<file path="src/include/mbox_cfg.svh">
// Sizes are fixed for a four-word block; the RTL does not support other values.
`ifndef MBOX_CFG_SVH
`define MBOX_CFG_SVH

// Words moved by one memory request.
// Each word has its own bit in the request mask.
`define MBOX_WORDS 4

// Width of the word address inside a block.
// It must cover MBOX_WORDS words.
`define MBOX_ADR_BITS 2

// Clock cycles in one controller phase.
// A full A/B phase pair is twice this long.
`define MBOX_PHASE_LEN 4

// Phase pairs a start may stay active before the watchdog assertion fires.
// It bounds the slowest expected controller.
`define MBOX_WATCH_START 8

`endif

</file>
<file path="src/logic/mboxPkg.sv">
// Shared types for the memory request path; widths follow mbox_cfg.svh.
`include "mbox_cfg.svh"

package mboxPkg;

  // One bit per requested word.
  // Bit 0 is the first word of the block.
  typedef logic [`MBOX_WORDS-1:0] wordMask;

  // Word address within a block.
  typedef logic [`MBOX_ADR_BITS-1:0] wordAdr;

  // Cycle count inside one phase.
  typedef logic [$clog2(`MBOX_PHASE_LEN)-1:0] phaseCount;

  // Owner of the current phase.
  typedef enum logic {
    phaseA = 1'b0,
    phaseB = 1'b1
  } phaseSel;

endpackage

</file>
<file path="src/logic/coreReadSeq.sv">
// Data-valid strobes count only during a core read; rdInProg drops the edge after the last word.
`timescale 1ns/10ps
`include "mbox_cfg.svh"

module coreReadSeq (
  input  logic             clk,
  input  logic             rst,
  input  logic             memStartA,
  input  logic             memStartB,
  input  logic             memRdRq,
  input  mboxPkg::wordMask memRq,
  input  mboxPkg::wordAdr  memAdr,
  input  logic             aChangeComing,
  input  logic             bChangeComing,
  input  logic             dataValidA,
  input  logic             dataValidB,
  input  logic             nxmDataVal,
  output logic             coreDataValid,
  output mboxPkg::wordAdr  coreAdr,
  output logic             coreRdInProg
);

  typedef logic [$clog2(`MBOX_WORDS + 1)-1:0] wordCount;

  logic     startActive;
  logic     startSeen;
  logic     readStart;
  logic     dvMinus2;
  logic     dvMinus1;
  wordCount rqWords;
  wordCount wordsLeft;

  assign startActive = memStartA | memStartB;
  assign readStart   = startActive & ~startSeen & memRdRq;

  // Number of words the read will deliver.
  always_comb begin
    rqWords = '0;
    for (int i = 0; i < `MBOX_WORDS; i++) begin
      rqWords = rqWords + wordCount'(memRq[i]);
    end
  end

  // Data may still arrive after the start has been released, so gate on the read itself.
  assign dvMinus2 = coreRdInProg &
                    ((aChangeComing & (dataValidA | nxmDataVal)) |
                     (bChangeComing & (dataValidB | nxmDataVal)));

  always_ff @(posedge clk) begin
    if (rst) begin
      startSeen     <= 1'b0;
      dvMinus1      <= 1'b0;
      coreDataValid <= 1'b0;
      coreRdInProg  <= 1'b0;
      wordsLeft     <= '0;
    end else begin
      startSeen     <= startActive;
      dvMinus1      <= dvMinus2;
      coreDataValid <= dvMinus1;
      if (readStart) begin
        coreRdInProg <= 1'b1;
        wordsLeft    <= rqWords;
      end else if (coreDataValid && coreRdInProg) begin
        wordsLeft <= wordsLeft - 1'b1;
        if (wordsLeft == wordCount'(1)) begin
          coreRdInProg <= 1'b0;
        end
      end
    end
  end

  // coreAdr names the word of the current pulse and wraps within the block.
  always_ff @(posedge clk) begin
    if (readStart) begin
      coreAdr <= memAdr;
    end else if (coreDataValid) begin
      coreAdr <= coreAdr + 1'b1;
    end
  end

endmodule

</file>
<file path="src/logic/memBusCtl.sv">
// Top level of the memory request sequencer; one requester and two controllers, A and B.
`timescale 1ns/10ps

module memBusCtl (
  input  logic             clk,
  input  logic             rst,
  input  logic             startReq,
  input  mboxPkg::wordMask rqIn,
  input  logic             rdReqIn,
  input  logic             wrReqIn,
  input  mboxPkg::wordAdr  sbusAdr,
  input  logic             adrPar,
  input  logic             wrBadAdrPar,
  input  logic             acknA,
  input  logic             acknB,
  input  logic             nxmAckn,
  input  logic             dataValidA,
  input  logic             dataValidB,
  input  logic             nxmDataVal,
  output logic             aChangeComing,
  output logic             bChangeComing,
  output logic             phaseChangeComing,
  output logic             memStartA,
  output logic             memStartB,
  output logic             acknPulse,
  output mboxPkg::wordMask memRq,
  output logic             memRdRq,
  output logic             memWrRq,
  output mboxPkg::wordAdr  memAdr,
  output logic             memAdrPar,
  output logic             coreDataValid,
  output mboxPkg::wordAdr  coreAdr,
  output logic             coreRdInProg
);

  logic forceBadPar;

  phaseClock phaseClock0 (
    .clk               (clk),
    .rst               (rst),
    .aChangeComing     (aChangeComing),
    .bChangeComing     (bChangeComing),
    .phaseChangeComing (phaseChangeComing)
  );

  memStartCtl memStartCtl0 (
    .clk           (clk),
    .rst           (rst),
    .startReq      (startReq),
    .aChangeComing (aChangeComing),
    .bChangeComing (bChangeComing),
    .acknA         (acknA),
    .acknB         (acknB),
    .nxmAckn       (nxmAckn),
    .wrBadAdrPar   (wrBadAdrPar),
    .memRq         (memRq),
    .memStartA     (memStartA),
    .memStartB     (memStartB),
    .acknPulse     (acknPulse),
    .forceBadPar   (forceBadPar)
  );

  requestHold requestHold0 (
    .clk         (clk),
    .rst         (rst),
    .memStartA   (memStartA),
    .memStartB   (memStartB),
    .rqIn        (rqIn),
    .rdReqIn     (rdReqIn),
    .wrReqIn     (wrReqIn),
    .sbusAdr     (sbusAdr),
    .adrPar      (adrPar),
    .forceBadPar (forceBadPar),
    .memRq       (memRq),
    .memRdRq     (memRdRq),
    .memWrRq     (memWrRq),
    .memAdr      (memAdr),
    .memAdrPar   (memAdrPar)
  );

  coreReadSeq coreReadSeq0 (
    .clk           (clk),
    .rst           (rst),
    .memStartA     (memStartA),
    .memStartB     (memStartB),
    .memRdRq       (memRdRq),
    .memRq         (memRq),
    .memAdr        (memAdr),
    .aChangeComing (aChangeComing),
    .bChangeComing (bChangeComing),
    .dataValidA    (dataValidA),
    .dataValidB    (dataValidB),
    .nxmDataVal    (nxmDataVal),
    .coreDataValid (coreDataValid),
    .coreAdr       (coreAdr),
    .coreRdInProg  (coreRdInProg)
  );

endmodule

</file>
<file path="src/logic/memStartCtl.sv">
// A zero request mask is never released; the requester must hold startReq until granted.
`timescale 1ns/10ps
`include "mbox_cfg.svh"

module memStartCtl (
  input  logic             clk,
  input  logic             rst,
  input  logic             startReq,
  input  logic             aChangeComing,
  input  logic             bChangeComing,
  input  logic             acknA,
  input  logic             acknB,
  input  logic             nxmAckn,
  input  logic             wrBadAdrPar,
  input  mboxPkg::wordMask memRq,
  output logic             memStartA,
  output logic             memStartB,
  output logic             acknPulse,
  output logic             forceBadPar
);

  localparam int watchCycles = `MBOX_WATCH_START * 2 * `MBOX_PHASE_LEN;

  logic             startActive;
  logic             acknForA;
  logic             acknForB;
  logic             lastAckn;
  mboxPkg::wordMask rqDone;
  mboxPkg::wordMask rqLeft;
  mboxPkg::wordMask lowestLeft;

  assign startActive = memStartA | memStartB;

  // An acknowledge only counts on the strobe of the controller that owns the start.
  assign acknForA  = memStartA & aChangeComing & (acknA | nxmAckn);
  assign acknForB  = memStartB & bChangeComing & (acknB | nxmAckn);
  assign acknPulse = acknForA | acknForB;

  // Words still waiting for an acknowledge.
  // memRq is frozen by requestHold for as long as the start is up.
  assign rqLeft     = memRq & ~rqDone;
  assign lowestLeft = rqLeft & (~rqLeft + mboxPkg::wordMask'(1));
  assign lastAckn   = acknPulse && ((rqLeft & ~lowestLeft) == '0);

  always_ff @(posedge clk) begin
    if (rst) begin
      memStartA <= 1'b0;
      memStartB <= 1'b0;
    end else if (startActive) begin
      if (lastAckn) begin
        memStartA <= 1'b0;
        memStartB <= 1'b0;
      end
    end else begin
      // The grant goes to whichever controller's turn is about to begin.
      memStartA <= startReq & aChangeComing;
      memStartB <= startReq & bChangeComing;
    end
  end

  // Each counted acknowledge retires the lowest word still outstanding.
  always_ff @(posedge clk) begin
    if (rst || !startActive) begin
      rqDone <= '0;
    end else if (acknPulse) begin
      rqDone <= rqDone | lowestLeft;
    end
  end

  // Bad parity is armed between starts and lasts for exactly one start.
  always_ff @(posedge clk) begin
    if (rst) begin
      forceBadPar <= 1'b0;
    end else if (!startActive && wrBadAdrPar) begin
      forceBadPar <= 1'b1;
    end else if (lastAckn) begin
      forceBadPar <= 1'b0;
    end
  end

  startOneHot: assert property (
    @(posedge clk) disable iff (rst) !(memStartA && memStartB)
  ) else $error("memStartA and memStartB active together");

  // A controller that never sends its last acknowledge would hang the request path.
  startWatch: assert property (
    @(posedge clk) disable iff (rst) $rose(startActive) |-> ##[1:watchCycles] !startActive
  ) else $error("start active longer than %0d cycles", watchCycles);

endmodule

</file>
<file path="src/logic/phaseClock.sv">
// The first A phase starts one cycle after rst is released; strobes are low until then.
`timescale 1ns/10ps
`include "mbox_cfg.svh"

module phaseClock (
  input  logic clk,
  input  logic rst,
  output logic aChangeComing,
  output logic bChangeComing,
  output logic phaseChangeComing
);

  localparam mboxPkg::phaseCount lastCount = mboxPkg::phaseCount'(`MBOX_PHASE_LEN - 1);

  mboxPkg::phaseSel phase;
  mboxPkg::phaseCount count;

  // Reset parks the counter on the last cycle of a B phase.
  // The first edge after reset then opens phase A.
  always_ff @(posedge clk) begin
    if (rst) begin
      phase             <= mboxPkg::phaseB;
      count             <= lastCount;
      aChangeComing     <= 1'b0;
      bChangeComing     <= 1'b0;
      phaseChangeComing <= 1'b0;
    end else begin
      if (count == lastCount) begin
        count <= '0;
        phase <= (phase == mboxPkg::phaseA) ? mboxPkg::phaseB : mboxPkg::phaseA;
      end else begin
        count <= count + 1'b1;
      end
      // Strobes are decoded one cycle early so that each comes straight from a flop.
      aChangeComing     <= (count == lastCount) && (phase == mboxPkg::phaseB);
      bChangeComing     <= (count == lastCount) && (phase == mboxPkg::phaseA);
      phaseChangeComing <= (count == lastCount - 1'b1);
    end
  end

  // Start grants and acknowledge counting in memStartCtl rely on strobes that alternate.
  strobeAlternate: assert property (
    @(posedge clk) disable iff (rst)
    aChangeComing |-> ##(`MBOX_PHASE_LEN) (bChangeComing && !aChangeComing)
  ) else $error("bChangeComing did not follow aChangeComing one phase later");

endmodule

</file>
<file path="src/logic/requestHold.sv">
// Request fields follow the inputs every cycle while idle; memAdr and parity have no reset.
`timescale 1ns/10ps

module requestHold (
  input  logic             clk,
  input  logic             rst,
  input  logic             memStartA,
  input  logic             memStartB,
  input  mboxPkg::wordMask rqIn,
  input  logic             rdReqIn,
  input  logic             wrReqIn,
  input  mboxPkg::wordAdr  sbusAdr,
  input  logic             adrPar,
  input  logic             forceBadPar,
  output mboxPkg::wordMask memRq,
  output logic             memRdRq,
  output logic             memWrRq,
  output mboxPkg::wordAdr  memAdr,
  output logic             memAdrPar
);

  logic rqHold;
  logic adrParHold;

  // The request is frozen from the edge that raises a start until that start falls.
  assign rqHold = memStartA | memStartB;

  always_ff @(posedge clk) begin
    if (rst) begin
      memRq   <= '0;
      memRdRq <= 1'b0;
      memWrRq <= 1'b0;
    end else if (!rqHold) begin
      memRq   <= rqIn;
      memRdRq <= rdReqIn;
      memWrRq <= wrReqIn;
    end
  end

  always_ff @(posedge clk) begin
    if (!rqHold) begin
      memAdr     <= sbusAdr;
      adrParHold <= adrPar;
    end
  end

  // Parity covers the incoming address parity, both flags, the mask and the word address.
  // A forced error flips the result for one whole start.
  assign memAdrPar = adrParHold ^
                     memRdRq ^
                     memWrRq ^
                     (^memRq) ^
                     (^memAdr) ^
                     forceBadPar;

  // A start with an empty mask never sees its last acknowledge in memStartCtl.
  rqNotEmpty: assert property (
    @(posedge clk) disable iff (rst) rqHold |-> (memRq != '0)
  ) else $error("start active with an empty request mask");

endmodule

</file>
<file path="config.mk">
export PLATFORM = sky130hd
export DESIGN_NAME = memBusCtl
export DESIGN_NICKNAME = d
export VERILOG_FILES = /design/src/logic/mboxPkg.sv /design/src/logic/coreReadSeq.sv /design/src/logic/memBusCtl.sv /design/src/logic/memStartCtl.sv /design/src/logic/phaseClock.sv /design/src/logic/requestHold.sv
export VERILOG_INCLUDE_DIRS = /design/src /design/src/include
export SDC_FILE = /design/constraint.sdc
export NUM_CORES = 1
export LEC_CHECK = 0
export BUFFER_PORTS_ARGS = -buffer_cell sky130_fd_sc_hd__buf_4
export CORE_ASPECT_RATIO = 0.9
export CORE_UTILIZATION = 27
export CTS_CLUSTER_SIZE = 40
export DETAILED_ROUTE_END_ITERATION = 16
export MAX_ROUTING_LAYER = met4
export RECOVER_POWER = 100
export SLEW_MARGIN = 20
export SYNTH_ARGS = -nofsm -noshare
export SYNTH_HDL_FRONTEND = slang
export SYNTH_HIERARCHICAL = 1
export SYNTH_SLANG_ARGS = --single-unit
</file>
<file path="constraint.sdc">
create_clock -name clk -period 3.1 [get_ports clk]
set_clock_uncertainty 0.05 [all_clocks]
set_input_delay 0.465 -clock clk [delete_from_list [all_inputs] [get_ports clk]]
set_output_delay 0.465 -clock clk [all_outputs]
set_load 0.1 [all_outputs]
</file>
After elaboration in Yosys (flattened, before gate mapping)
Index checks and enable logic that the tools add are counted.
{"block": "word_totals", "out_inout_bits": 19, "input_bits": 19, "regBits": 31, "elab_cells": 91}
{"block": "op_classes", "n_eq_ne": 4, "addsub": 7, "mux": 13, "reduce_logical": 15, "n_bitwise": 32}
{"cell": "$and A4 B4 Y4", "count": 3}
{"cell": "$not A4 Y4", "count": 3}
{"cell": "$and A1 B1 Y1", "count": 11}
{"cell": "$mux W1", "count": 8}
{"cell": "$reduce_bool A2 Y1", "count": 4}
{"cell": "$or A1 B1 Y1", "count": 7}
{"cell": "$add A3 B1 Y3", "count": 2}
{"cell": "$mux W2", "count": 3}
{"cell": "$mux W3", "count": 2}
{"cell": "$logic_and A1 B1 Y1", "count": 5}
{"cell": "$xor A1 B1 Y1", "count": 5}
{"cell": "$add A2 B1 Y2 const B", "count": 2}
{"cell": "$add A4 B1 Y4 const B", "count": 1}
{"cell": "$eq A2 B2 Y1 const B", "count": 2}
{"cell": "$logic_not A4 Y1", "count": 1}
{"cell": "$or A4 B4 Y4", "count": 1}
{"cell": "$reduce_xor A4 Y1", "count": 1}
{"cell": "$eq A3 B1 Y1 const B", "count": 1}
{"cell": "$sub A3 B1 Y3 const B", "count": 1}
{"cell": "$add A1 B1 Y2", "count": 1}
{"cell": "$ne A2 B2 Y1 const B", "count": 1}
{"cell": "$not A1 Y1", "count": 2}
{"cell": "$reduce_and A2 Y1", "count": 1}
{"cell": "$reduce_xor A2 Y1", "count": 1}
{"cell": "other kinds (2)", "count": 2}

Logic depth before layout (Yosys ltp)
{"block": "depth", "depth_word": 11, "depth_mapped": 5, "mapped_depth_nobuf": 5}

Cells and area by module
Netlist, hierarchy kept.
{"module": "coreReadSeq", "area_per_inst_um2": 509.2, "seq_area_each_um2": 200.2, "n_inst": 1, "cells_each": 48}
{"module": "requestHold", "area_per_inst_um2": 387.9, "seq_area_each_um2": 210.2, "n_inst": 1, "cells_each": 36}
{"module": "memStartCtl", "area_per_inst_um2": 336.6, "seq_area_each_um2": 140.1, "n_inst": 1, "cells_each": 36}
{"module": "phaseClock", "area_per_inst_um2": 201.4, "seq_area_each_um2": 120.1, "n_inst": 1, "cells_each": 16}

Least setup slack after synthesis
OpenSTA, ideal clock, no wires.
{"block": "synth_timing", "path_type": "reg-to-output", "start": "register requestHold0.memRq[2]", "end": "output port memAdrPar", "n_path_buf": 0, "setup_slack_ps": -663, "stages_incl_launch_ff": 4, "arrival_time_ps": 3248, "t_required_ps": 2585, "path_cell_list": "dfxtp_1 -> xnor2_1 -> xnor3_1 -> xnor2_1"}
{"block": "synth_between", "elab_chain_len": 4}
{"item": "start: declaration", "line_no": "requestHold.sv:15", "source": "output mboxPkg::wordMask memRq,"}
{"item": "start signal: assignment", "line_no": "requestHold.sv:34", "source": "memRq <= rqIn;"}
{"item": "$reduce_xor A4 Y1", "line_no": "requestHold.sv:52", "source": "(^memRq) ^"}
{"item": "$xor A1 B1 Y1", "line_no": "requestHold.sv:51", "source": "memWrRq ^"}
{"item": "$xor A1 B1 Y1", "line_no": "requestHold.sv:52"}
{"item": "$xor A1 B1 Y1", "line_no": "requestHold.sv:53", "source": "(^memAdr) ^"}
{"item": "end: declaration", "line_no": "memBusCtl.sv:30", "source": "output logic memAdrPar,"}
Every way passes these cells.

Worst setup path after layout
{"block": "layout_timing", "start": "register memStartCtl0.memStartB", "end": "output port acknPulse"}
{"block": "layout_between", "elab_chain_len": 3}
{"item": "start: declaration", "line_no": "memStartCtl.sv:17", "source": "output logic memStartB,"}
{"item": "start signal: assignment", "line_no": "memStartCtl.sv:57", "source": "memStartB <= startReq & bChangeComing;"}
{"item": "$and A1 B1 Y1 (2 in series)", "line_no": "memStartCtl.sv:36", "source": "assign acknForB = memStartB & bChangeComing & (acknB | nxmAckn);"}
{"item": "$or A1 B1 Y1", "line_no": "memStartCtl.sv:37", "source": "assign acknPulse = acknForA | acknForB;"}
{"item": "end: declaration", "line_no": "memBusCtl.sv:25", "source": "output logic acknPulse,"}
Every way passes these cells.

==> flow_summary.json <==
{
  "gr-total-overflow": 0,
  "worst_hold_slack_ns": 0.334,
  "vias_per_cell": 4.43,
  "portBuffers": 37,
  "status": "complete, no violations",
  "antennaDiodeCount": 0,
  "synth_area_per_cell_um2": 10.6,
  "cts_buffers": 5,
  "maxCapViolCount": 0,
  "cts_resized": 0,
  "synthCells": 136,
  "fin_nets": 205,
  "path_clk_slew_ns": 0.07,
  "cts_sinks": 31,
  "powerDensity_mw_per_mm2": 667,
  "fp.dieH_um": 71.2,
  "p_leak_nw": 0.705,
  "min_from": "sbusAdr[1]",
  "h-tree-depth": 2,
  "setup_viol": 0,
  "drtIter0Drc": 61,
  "hold_depth": 1,
  "wl_mm": 3.05,
  "area_growth_pct": 26.1,
  "antenna_left": 0,
  "peakVddDrop_v": 0.000538,
  "design_power_total_mw": 1.21,
  "cp.arrival_ns": 2.12,
  "yosys_register_bits": 31,
  "synth-edff-count": 5,
  "fp.dieW_um": 78.9,
  "finalCritPeriodShare_pct": 85.0,
  "coreArea_mm2": 0.00498,
  "drc_errors": 0,
  "grt_pass1_wl_mm": 4.97,
  "critical_path_class": "reg2out",
  "cp-end-kind": "output port",
  "critPathRequiredTime_ns": 2.58,
  "start_kind": "register",
  "cts_tree": "built",
  "dr.pass1.iters": 4,
  "max_slew_margin_pct": 21.6,
  "ios": 38,
  "dpl.hpwl_mm": 2.22,
  "min_path_type": "in2reg",
  "ys_types": 39,
  "fmax_mhz": 379,
  "gp_congestion": 0.767,
  "synth_nets": 162,
  "r2r-end": "coreReadSeq0/coreAdr[1]",
  "synthArstFlopShare_pct": 0,
  "grt_use_total_pct": 12.2,
  "grt_pass1_vias": 1042,
  "cts_hold_buf": 0,
  "antenna_found_initial": 0,
  "clk_path_buf_depth": 2,
  "clk-insertion-delay-late_ns": 0.28,
  "hold_path_end": "requestHold0/memAdr[1]",
  "setup_tns_ns": 0,
  "drt-wirelength-per-cell_um": 12.4,
  "ys_seq_area_share_pct": 46.7,
  "drive_gt1_share_pct": 23.3,
  "fin_crit_ns": 2.64,
  "root_buffer": "clkbuf_8",
  "fp.dieArea_mm2": 0.00561,
  "worst_slew_pin_slew_ns": 1.18,
  "r2r_slack_ns": 1.21,
  "post_cts_buffers": 0,
  "rr_worst_depth": 3,
  "crit_start": "memStartCtl0/memStartB",
  "r2r-start": "memStartCtl0/memStartB",
  "grt_max_degree": 20,
  "synth_warnings": 6,
  "start_util_pct": 28.8,
  "synthFlopType": "dfxtp_1",
  "path_max_fanout": 13,
  "drv_slew": 0,
  "rsz0062_at_grt": "false",
  "synth_area_mm2": 0.00144,
  "vias": 1085,
  "hold_violations": 0,
  "rows": 24
}
[cell usage in the layout (no fill, tap or decap), types with 2 or more instances in the layout]
master,n
a21oi_1,9
a21oi_2,5
a31oi_1,2
a32o_1,3
buf_4,14
clkbuf_1,20
clkbuf_4,3
clkbuf_8,6
dfxtp_1,26
edfxtp_1,5
ha_1,6
inv_1,6
nand2_1,9
nand2_2,2
nand2b_1,3
nor2_1,9
nor2b_1,3
nor2b_4,2
nor3_1,2
o211ai_1,2
o21ai_0,10
o21ai_1,3
o31ai_1,2
xnor2_1,8
[logic make-up after synthesis]
| logic type | count (synthesis) | share of synthesized area (%) |
|---|---|---|
| multiplexers | 1 | 1.05 |
| XOR/XNOR | 12 | 8.81 |
| AND/OR/NAND/NOR | 38 | 15.6 |
| adder cells (fa/ha/maj) | 7 | 6.63 |
| buffers and inverters | 7 | 2.35 |
| flip-flops | 31 | 46.7 |
| AO/OA/AOI/OAI | 40 | 18.8 |
[registers in the layout, indices dropped and copies added (netlist names), 2 cells and up]
signal	cells
coreReadSeq0/coreAdr	2
requestHold0/memAdr	2
requestHold0/memRq	4
coreReadSeq0/wordsLeft	3
memStartCtl0/rqDone	4
phaseClock0/count	2
[through the flow]
stage	cells	utilization (%)	area (um^2)	worst slack, ns
2_1_floorplan	136	-	1450	0.226
3_3_place_gp	237	36.1	1800	1.03
3_5_place_dp	237	36.1	1800	0.985
4_1_cts	245	38.0	1890	0.682
5_1_grt	245	36.3	1810	0.349
6_report	245	36.3	1810	0.464
[critical path, stage by stage, from the launching register on]
cell and delay, ns:
dfxtp_1 0.60, o211ai_1 0.23, nand2_2 0.15, clkbuf_1 0.87
[routing by layer]
metal  vias to the layer above  part of all wire [%]  routed length (um)  global-route usage (%)
met1                       485                    52                1590                    16.8
met2                        32                    42                1270                    16.2
met4                         0                   1.7                  52                    6.06
met5                         -                     0                   0                       -
li1                        563                     -                   -                       -
met3                         5                   4.6                 141                    3.10
[power by group]
| group | internal (mW) | leakage, nW | switching (mW) |
|---|---|---|---|
| sequential | 0.438 | 0.262 | 0.0344 |
| clock | 0.179 | 0.0482 | 0.144 |
| combinational | 0.116 | 0.394 | 0.296 |
| total | 0.733 | 0.705 | 0.474 |
[cells in the mapped netlist (3+ instances only)]
| cell type | number | area [um^2] |
|---|---|---|
| a32o_1 | 3 | 30.0 |
| edfxtp_1 | 5 | 150 |
| o21ai_0 | 10 | 50.1 |
| a21oi_1 | 9 | 45.0 |
| xnor2_1 | 9 | 78.8 |
| a21oi_2 | 5 | 43.8 |
| o21ai_1 | 3 | 15.0 |
| dfxtp_1 | 26 | 521 |
| inv_1 | 6 | 22.5 |
| ha_1 | 6 | 75.1 |
| nand2_1 | 9 | 33.8 |
| nor2_1 | 8 | 30.0 |
| nor2b_1 | 3 | 18.8 |
| nand2b_1 | 3 | 18.8 |
[worst max-delay path by stage]
stage | endpoint | slack [ns]
detailed placement | memAdrPar | 0.99
global route | acknPulse | 0.35
finish | acknPulse | 0.46
global placement | memAdrPar | 1.03
CTS | memAdrPar | 0.68
floorplan | memAdrPar | 0.23
[layout make-up]
cell class                      count  area, um^2
Sequential cell                    31         671
Clock inverter                      1        5.00
Clock buffer                        7        86.3
Inverter                            6        22.5
Timing Repair Buffer               37         204
Tap cell                           65        81.3
Multi-Input combinational cell     98         739
Fill cell                         561        3180
No activity file was read; power rests on OpenSTA's default activity.
